## config.mk

```make
export PLATFORM = sky130hd
export DESIGN_NAME = gpio_top
export DESIGN_NICKNAME = d
export VERILOG_FILES = /design/src/common/gpio_pkg.sv /design/src/hw/gpio_top.sv /design/src/hw/gpio_rd_mux.sv /design/src/hw/gpio_irq/gpio_irq.sv /design/src/hw/gpio_regs/gpio_regs.sv
export SDC_FILE = /design/constraint.sdc
export NUM_CORES = 1
export LEC_CHECK = 0
export ABC_CLOCK_PERIOD_IN_PS = 2000
export BUFFER_PORTS_ARGS = -buffer_cell sky130_fd_sc_hd__buf_2
export CORE_AREA = 10 10 171 141
export CTS_BUF_LIST = sky130_fd_sc_hd__clkbuf_8
export DETAILED_ROUTE_END_ITERATION = 7
export DIE_AREA = 0 0 181 151
export PLACE_DENSITY = 0.55
export SYNTH_ARGS = -nofsm -noshare
export SYNTH_HDL_FRONTEND = slang
export SYNTH_SLANG_ARGS = --single-unit
export TNS_END_PERCENT = 30
```

## constraint.sdc

```tcl
create_clock -name clk -period 2 [get_ports clk]
set_clock_uncertainty 0.05 [all_clocks]
set_input_delay 0.1 -clock clk [delete_from_list [all_inputs] [get_ports clk]]
set_output_delay 0.1 -clock clk [all_outputs]
set_load 0.02 [all_outputs]
```

## src/common/gpio_pkg.sv

```systemverilog
// GPIO peripheral definitions
package gpio_pkg;

  // pin count
  localparam int GPIO_WIDTH = 12;

  // request bus sizes
  localparam int ADDR_BITS = 12;
  localparam int DATA_BITS = 64;
  localparam int STRB_BITS = 8;

  // each 64-bit word splits into two 32-bit lanes
  localparam int HALF_BITS = DATA_BITS / 2;
  localparam int HALF_STRB = STRB_BITS / 2;

  // word index is addr[11:3]
  localparam int WORD_LSB  = 3;
  localparam int WORD_BITS = ADDR_BITS - WORD_LSB;

  // direction in the low half, synced input (ro) in the high half
  localparam logic [WORD_BITS-1:0] WORD_DIR = 9'd0;
  // output value in the low half, scratch in the high half
  localparam logic [WORD_BITS-1:0] WORD_OUT = 9'd1;
  // irq enable in the low half, pending (w1c) in the high half
  localparam logic [WORD_BITS-1:0] WORD_IRQ = 9'd2;

  // all pins come up as inputs
  localparam logic [GPIO_WIDTH-1:0] DIR_RESET = '1;

endpackage
```

## src/hw/gpio_top.sv

```systemverilog
// GPIO peripheral top level
`timescale 1ns/1ns

module gpio_top (
  input  logic                             clk,
  input  logic                             nrst,
  input  logic                             i_req_valid,
  input  logic                             i_req_write,
  input  logic [gpio_pkg::ADDR_BITS-1:0]   i_req_addr,
  input  logic [gpio_pkg::DATA_BITS-1:0]   i_req_wdata,
  input  logic [gpio_pkg::STRB_BITS-1:0]   i_req_wstrb,
  input  logic [gpio_pkg::GPIO_WIDTH-1:0]  i_gpio,
  output logic                             o_resp_valid,
  output logic [gpio_pkg::DATA_BITS-1:0]   o_resp_rdata,
  output logic [gpio_pkg::GPIO_WIDTH-1:0]  o_gpio,
  output logic [gpio_pkg::GPIO_WIDTH-1:0]  o_gpio_dir,
  output logic [gpio_pkg::GPIO_WIDTH-1:0]  o_irq
);

  logic [gpio_pkg::GPIO_WIDTH-1:0] gpio_in_sync;
  logic [gpio_pkg::DATA_BITS-1:0]  dir_word;
  logic [gpio_pkg::DATA_BITS-1:0]  out_word;
  logic [gpio_pkg::DATA_BITS-1:0]  irq_word;
  logic [gpio_pkg::GPIO_WIDTH-1:0] irq_pend;

  gpio_regs regs_i (
    .clk            (clk),
    .nrst           (nrst),
    .i_req_valid    (i_req_valid),
    .i_req_write    (i_req_write),
    .i_req_addr     (i_req_addr),
    .i_req_wdata    (i_req_wdata),
    .i_req_wstrb    (i_req_wstrb),
    .i_gpio         (i_gpio),
    .o_gpio         (o_gpio),
    .o_gpio_dir     (o_gpio_dir),
    .o_gpio_in_sync (gpio_in_sync),
    .o_dir_word     (dir_word),
    .o_out_word     (out_word)
  );

  gpio_irq irq_i (
    .clk            (clk),
    .nrst           (nrst),
    .i_req_valid    (i_req_valid),
    .i_req_write    (i_req_write),
    .i_req_addr     (i_req_addr),
    .i_req_wdata    (i_req_wdata),
    .i_req_wstrb    (i_req_wstrb),
    .i_gpio_in_sync (gpio_in_sync),
    .i_gpio_dir     (o_gpio_dir),   // edges only count on inputs
    .o_irq_word     (irq_word),
    .o_irq_pend     (irq_pend)
  );

  gpio_rd_mux rd_mux_i (
    .clk          (clk),
    .nrst         (nrst),
    .i_req_valid  (i_req_valid),
    .i_req_write  (i_req_write),
    .i_req_addr   (i_req_addr),
    .i_dir_word   (dir_word),
    .i_out_word   (out_word),
    .i_irq_word   (irq_word),
    .i_irq_pend   (irq_pend),
    .o_resp_valid (o_resp_valid),
    .o_resp_rdata (o_resp_rdata),
    .o_irq        (o_irq)
  );

endmodule

```

## src/hw/gpio_rd_mux.sv

```systemverilog
// GPIO read data and response combiner
`timescale 1ns/1ns

module gpio_rd_mux (
  input  logic                             clk,
  input  logic                             nrst,
  input  logic                             i_req_valid,
  input  logic                             i_req_write,
  input  logic [gpio_pkg::ADDR_BITS-1:0]   i_req_addr,
  input  logic [gpio_pkg::DATA_BITS-1:0]   i_dir_word,
  input  logic [gpio_pkg::DATA_BITS-1:0]   i_out_word,
  input  logic [gpio_pkg::DATA_BITS-1:0]   i_irq_word,
  input  logic [gpio_pkg::GPIO_WIDTH-1:0]  i_irq_pend,
  output logic                             o_resp_valid,
  output logic [gpio_pkg::DATA_BITS-1:0]   o_resp_rdata,
  output logic [gpio_pkg::GPIO_WIDTH-1:0]  o_irq
);

  logic                           valid_q;
  logic                           write_q;
  logic [gpio_pkg::WORD_BITS-1:0] word_q;

  // capture the request for next-cycle response
  always_ff @(posedge clk or negedge nrst) begin
    if (!nrst) begin
      valid_q <= 1'b0;
      write_q <= 1'b0;
      word_q  <= '0;
    end else begin
      valid_q <= i_req_valid;
      write_q <= i_req_write;
      word_q  <= i_req_addr[gpio_pkg::ADDR_BITS-1:gpio_pkg::WORD_LSB];
    end
  end

  always_comb begin
    o_resp_rdata = '0;  // writes and unmapped words
    if (valid_q && !write_q) begin
      case (word_q)
        gpio_pkg::WORD_DIR: o_resp_rdata = i_dir_word;
        gpio_pkg::WORD_OUT: o_resp_rdata = i_out_word;
        gpio_pkg::WORD_IRQ: o_resp_rdata = i_irq_word;
        default:            o_resp_rdata = '0;
      endcase
    end
  end

  assign o_resp_valid = valid_q;

  always_ff @(posedge clk or negedge nrst) begin
    if (!nrst) begin
      o_irq <= '0;
    end else begin
      o_irq <= i_irq_pend;
    end
  end

endmodule

```

## src/hw/gpio_irq/gpio_irq.sv

```systemverilog
// GPIO edge interrupt unit
`timescale 1ns/1ns

module gpio_irq (
  input  logic                             clk,
  input  logic                             nrst,
  input  logic                             i_req_valid,
  input  logic                             i_req_write,
  input  logic [gpio_pkg::ADDR_BITS-1:0]   i_req_addr,
  input  logic [gpio_pkg::DATA_BITS-1:0]   i_req_wdata,
  input  logic [gpio_pkg::STRB_BITS-1:0]   i_req_wstrb,
  input  logic [gpio_pkg::GPIO_WIDTH-1:0]  i_gpio_in_sync,
  input  logic [gpio_pkg::GPIO_WIDTH-1:0]  i_gpio_dir,
  output logic [gpio_pkg::DATA_BITS-1:0]   o_irq_word,
  output logic [gpio_pkg::GPIO_WIDTH-1:0]  o_irq_pend
);

  logic [gpio_pkg::WORD_BITS-1:0]  word_idx;
  logic                            wr_irq;
  logic                            wr_ie;
  logic                            wr_clr;

  logic [gpio_pkg::GPIO_WIDTH-1:0] in_prev_q;
  logic [gpio_pkg::GPIO_WIDTH-1:0] rise;
  logic [gpio_pkg::GPIO_WIDTH-1:0] clr_mask;
  logic [gpio_pkg::GPIO_WIDTH-1:0] ie_q;
  logic [gpio_pkg::GPIO_WIDTH-1:0] pend_q;
  logic [gpio_pkg::GPIO_WIDTH-1:0] pend_next;

  assign word_idx = i_req_addr[gpio_pkg::ADDR_BITS-1:gpio_pkg::WORD_LSB];
  assign wr_irq   = i_req_valid & i_req_write & (word_idx == gpio_pkg::WORD_IRQ);

  // low lanes load enables, high lanes clear pending
  assign wr_ie  = wr_irq & (|i_req_wstrb[gpio_pkg::HALF_STRB-1:0]);
  assign wr_clr = wr_irq & (|i_req_wstrb[gpio_pkg::STRB_BITS-1:gpio_pkg::HALF_STRB]);

  // previous synced value for edge detect
  always_ff @(posedge clk or negedge nrst) begin
    if (!nrst) begin
      in_prev_q <= '0;
    end else begin
      in_prev_q <= i_gpio_in_sync;
    end
  end

  // rising edges, input pins only
  assign rise = i_gpio_in_sync & ~in_prev_q & i_gpio_dir;

  always_comb begin
    clr_mask = '0;
    if (wr_clr) begin
      clr_mask = i_req_wdata[gpio_pkg::HALF_BITS +: gpio_pkg::GPIO_WIDTH];
    end
  end

  // a new edge beats a clear in the same cycle
  assign pend_next = (pend_q & ~clr_mask) | rise;

  always_ff @(posedge clk or negedge nrst) begin
    if (!nrst) begin
      ie_q <= '0;
    end else if (wr_ie) begin
      ie_q <= i_req_wdata[gpio_pkg::GPIO_WIDTH-1:0];
    end
  end

  always_ff @(posedge clk or negedge nrst) begin
    if (!nrst) begin
      pend_q <= '0;
    end else begin
      pend_q <= pend_next;  // sticky
    end
  end

  always_comb begin
    o_irq_word = '0;
    o_irq_word[gpio_pkg::GPIO_WIDTH-1:0] = ie_q;
    o_irq_word[gpio_pkg::HALF_BITS +: gpio_pkg::GPIO_WIDTH] = pend_q;
  end

  // only enabled pins raise an interrupt
  assign o_irq_pend = pend_q & ie_q;

endmodule

```

## src/hw/gpio_regs/gpio_regs.sv

```systemverilog
// GPIO direction, output and scratch registers
`timescale 1ns/1ns

module gpio_regs (
  input  logic                             clk,
  input  logic                             nrst,
  input  logic                             i_req_valid,
  input  logic                             i_req_write,
  input  logic [gpio_pkg::ADDR_BITS-1:0]   i_req_addr,
  input  logic [gpio_pkg::DATA_BITS-1:0]   i_req_wdata,
  input  logic [gpio_pkg::STRB_BITS-1:0]   i_req_wstrb,
  input  logic [gpio_pkg::GPIO_WIDTH-1:0]  i_gpio,
  output logic [gpio_pkg::GPIO_WIDTH-1:0]  o_gpio,
  output logic [gpio_pkg::GPIO_WIDTH-1:0]  o_gpio_dir,
  output logic [gpio_pkg::GPIO_WIDTH-1:0]  o_gpio_in_sync,
  output logic [gpio_pkg::DATA_BITS-1:0]   o_dir_word,
  output logic [gpio_pkg::DATA_BITS-1:0]   o_out_word
);

  logic [gpio_pkg::WORD_BITS-1:0]  word_idx;
  logic                            wr_en;
  logic                            lane_lo;
  logic                            lane_hi;
  logic                            wr_dir;
  logic                            wr_out;
  logic                            wr_scratch;

  logic [gpio_pkg::GPIO_WIDTH-1:0] dir_q;
  logic [gpio_pkg::GPIO_WIDTH-1:0] out_q;
  logic [gpio_pkg::HALF_BITS-1:0]  scratch_q;
  logic [gpio_pkg::GPIO_WIDTH-1:0] in_meta_q;
  logic [gpio_pkg::GPIO_WIDTH-1:0] in_sync_q;

  assign word_idx = i_req_addr[gpio_pkg::ADDR_BITS-1:gpio_pkg::WORD_LSB];
  assign wr_en    = i_req_valid & i_req_write;

  // byte-lane qualification per 32-bit half
  assign lane_lo = |i_req_wstrb[gpio_pkg::HALF_STRB-1:0];
  assign lane_hi = |i_req_wstrb[gpio_pkg::STRB_BITS-1:gpio_pkg::HALF_STRB];

  assign wr_dir     = wr_en & lane_lo & (word_idx == gpio_pkg::WORD_DIR);
  assign wr_out     = wr_en & lane_lo & (word_idx == gpio_pkg::WORD_OUT);
  assign wr_scratch = wr_en & lane_hi & (word_idx == gpio_pkg::WORD_OUT);

  always_ff @(posedge clk or negedge nrst) begin
    if (!nrst) begin
      dir_q     <= gpio_pkg::DIR_RESET;
      out_q     <= '0;
      scratch_q <= '0;
    end else begin
      if (wr_dir) begin
        dir_q <= i_req_wdata[gpio_pkg::GPIO_WIDTH-1:0];
      end
      if (wr_out) begin
        out_q <= i_req_wdata[gpio_pkg::GPIO_WIDTH-1:0];
      end
      if (wr_scratch) begin
        scratch_q <= i_req_wdata[gpio_pkg::DATA_BITS-1:gpio_pkg::HALF_BITS];
      end
    end
  end

  // two-flop synchronizer on the pins
  always_ff @(posedge clk or negedge nrst) begin
    if (!nrst) begin
      in_meta_q <= '0;
      in_sync_q <= '0;
    end else begin
      in_meta_q <= i_gpio;
      in_sync_q <= in_meta_q;
    end
  end

  always_comb begin
    o_dir_word = '0;
    o_dir_word[gpio_pkg::GPIO_WIDTH-1:0] = dir_q;
    o_dir_word[gpio_pkg::HALF_BITS +: gpio_pkg::GPIO_WIDTH] = in_sync_q;  // read only
  end

  always_comb begin
    o_out_word = '0;
    o_out_word[gpio_pkg::GPIO_WIDTH-1:0] = out_q;
    o_out_word[gpio_pkg::DATA_BITS-1:gpio_pkg::HALF_BITS] = scratch_q;
  end

  assign o_gpio         = out_q;
  assign o_gpio_dir     = dir_q;
  assign o_gpio_in_sync = in_sync_q;

endmodule

```

==> impl_metrics.yaml <==
outcome:
  status: "finished with violations"
  violations: "negative setup slack"
global_route:
  grt_util_all_layers_pct: 12.80
  overflow: 0
  grt_pass1_wl_um: 27180
  grt_max_degree: 57
  antenna_found_initial: 1
  grt_pass1_vias: 4690
timing:
  final_max_slew_viol_count: 0
  period_minus_slack_ps: 2042
  worst_slack_ps: -42.11
  final-setup-viol-count: 12
  finalHoldViolCount: 0
  rsz0062_at_grt: "true"
  setup-tns-final_ps: -187.4
  max_freq_ghz: 0.4897
  fin_crit_sh_pct: 102.1
pwr:
  p_per_area_nw_per_um2: 669.9
  cellLeakagePower_nw: 4.302
  p_total_mw: 5.756
  power_frac_seq_pct: 50.9
  pwr-share-clk_pct: 40.3
  peakVddDrop_uv: 344.4
  net-switching-power_mw: 1.383
  swShare_pct: 24.02
  p_comb_share_pct: 8.8
  p_int_mw: 4.373
yosys:
  synth_seq_area_share_pct: 57.54
  synth_top_cell_by_area: "dfrtp_1"
  syn_area_sq_um: 6071
  synth_most_common_cell: "dfrtp_1"
  yosys-top-cells-area: "dfrtp_1 (52%), mux2_4 (7.4%), mux2_2 (7.0%), buf_4 (5.4%), dfstp_2 (5.2%)"
  netlist_top_cells_count: "dfrtp_1 (127), buf_4 (44), mux2_2 (38)"
  syn_inst: 467
  synth.distinct_cells: 32
  ys_seq_elements: 139
  netlist.area_leader.share_pct: 52.35
  async_flop_share_pct: 100.0
  synth_warnings: 0
  synthFlopType: "dfrtp_1"
  synth_enable_flop_cells: 0
  postSynthAreaPerCell_sq_um: 13.00
cts:
  cts_tree: "built"
  htreeDepth: 4
  numClockSinks: 139
  clk_path_buf_depth: 2
  clkLatencyLatePin_ps: 430
  cts_root_buf: "clkbuf_8"
  clk_pin_slew_ps: 70
  cts_made_buffers: 17
final_layout:
  fin_util_pct: 41.86
  layout.nets: 783
  layout.cells.non_filler: 965
  nFillCells: 1932
  drive_above_1_share_pct: 49.78
  area_growth_pct: 41.53
setup_path:
  critPathTopFamily: "flip-flops"
  crit_slowest_cell: "dfrtp_4"
  cp.arrival_ps: 1890
  critPathBufInv: 2
  cpPeakStageDelay_ps: 570
  worstPathCellList: "clkbuf_16, mux2i_1, or2_2, a21oi_2, buf_4"
  crit_required_ps: 1850
  r2r_cells: 3
  end_kind: "primary output"
  cp_max_fo: 8
  start_kind: "flip-flop"
  path_class: "reg -> out"
  path_depth: 5
die:
  start_util_pct: 29.58
  die_w_um: 181
  dieHeight_um: 151
  std_cell_rows: 47
  core_area_sq_um: 20520
  io_pins: 201
  die-area_sq_um: 27330
drt:
  ant_nets: 0
  wl_per_cell_um: 18.62
  vias_per_cell: 4.417
  firstDrtPassIters: 4
  drt-total-wl_um: 17970
  via_count: 4262
  drt_iter0_drc: 175
  drc: 0
place:
  gp_congestion: 0.7536
  dp_hpwl_um: 11930
  dpl.cell_count: 861
  port_buffers: 157
run:
  drv_cap: 0
min_path:
  hold_path.class: "in -> async"
per-stage QoR:
stage          setup slack (ps)  instance area [sq um]  hold slack, ps
2_1_floorplan             325.1                   6142          -245.6
3_3_place_gp              230.9                   7025          -48.61
3_5_place_dp              212.6                   7025          -48.23
4_1_cts                  -102.1                   8303           36.72
5_1_grt                  -122.2                   8592           65.95
6_report                 -42.11                   8592           60.03
repair_timing:
action	CTS	global route
endpoints found under the hold margin	232	0
endpoints found under the setup margin	44	44
hold buffers	68	0
gates cloned	0	2
pin swaps	1	12
resized for setup	65	62
setup buffers	1	1
cell usage in the layout, fill, tap and decap left out, types with 5 or more instances in the layout:
master / netlist / layout
dfrtp_1: 127 / 125
buf_2: 4 / 112
dlygate4sd3_1: 0 / 68
mux2_2: 38 / 38
nand2_1: 36 / 36
mux2_4: 30 / 30
buf_4: 44 / 26
mux2i_1: 24 / 24
buf_6: 6 / 23
and3_1: 21 / 21
clkbuf_8: 0 / 21
conb_1: 1 / 20
or2_4: 0 / 19
a21oi_2: 0 / 19
inv_1: 12 / 12
o22ai_1: 12 / 12
a21o_1: 12 / 12
and2_1: 12 / 12
dfstp_2: 12 / 12
buf_12: 0 / 9
a21oi_4: 0 / 5
or2_2: 24 / 5
final timing paths:
check / start / to / slack (ps)
max in group asynchronous: nrst / regs_i.o_gpio_dir[2] / 1180
min: nrst / rd_mux_i.word_q[2] / 60
min reg2reg: regs_i.in_meta_q[6] / regs_i.o_gpio_in_sync[6] / 300
max: rd_mux_i.word_q[1] / o_resp_rdata[36] / -40
max reg2reg: regs_i.o_gpio_dir[2] / irq_i.pend_q[2] / 1020
min in group clk: i_gpio[9] / regs_i.in_meta_q[9] / 250
power by group through the flow:
| stage | clock (mW) | combinational (mW) | sequential [mW] |
|---|---|---|---|
| finish | 2.32 | 0.508 | 2.93 |
| global route | 2.53 | 0.556 | 2.94 |
| CTS | 2.41 | 0.480 | 2.93 |
| detailed placement | 0 | 0.362 | 2.98 |
| global placement | 0 | 0.354 | 2.98 |
| floorplan | 0 | 0.189 | 2.97 |
per-layer routing:
metal  wire, um  track usage (%)  vias up
li1           -                -     1960
met1       7851            15.52     2153
met2       8798            21.20      129
met3       1012            4.316       20
met4        306            4.101        0
met5          0                0        -
registers in the layout, indices dropped and copies added (netlist names):
register	count
rd_mux_i.write_q	1
irq_i.in_prev_q	12
regs_i.o_gpio	12
regs_i.o_gpio_dir	12
regs_i.in_meta_q	12
rd_mux_i.o_irq	12
rd_mux_i.o_resp_valid	1
irq_i.ie_q	12
regs_i.o_gpio_in_sync	12
rd_mux_i.word_q	9
irq_i.pend_q	12
regs_i.scratch_q	32
kinds of logic (layout without fill, tap and decap cells):
group	Yosys count	after routing	share of synthesized area, %
other	1	21	0.06177
AOI/OAI and AO/OA	48	48	4.699
DFF	139	139	57.54
buffers and inverters	77	286	8.306
muxes	92	92	18.43
and+or+nand+nor	110	110	10.96
cell type report:
type / count / area (sq um) / share of cell area, %
Antenna cell: 1 / 2.502 / 0.02912
Clock buffer: 21 / 289.0 / 3.364
Clock inverter: 10 / 116.4 / 1.354
Inverter: 12 / 45.04 / 0.5242
Multi-Input combinational cell: 270 / 2333 / 27.16
Sequential cell: 139 / 3498 / 40.72
Tap cell: 269 / 336.6 / 3.917
Timing Repair Buffer: 243 / 1971 / 22.94
Power figures use the tool's default switching activity.
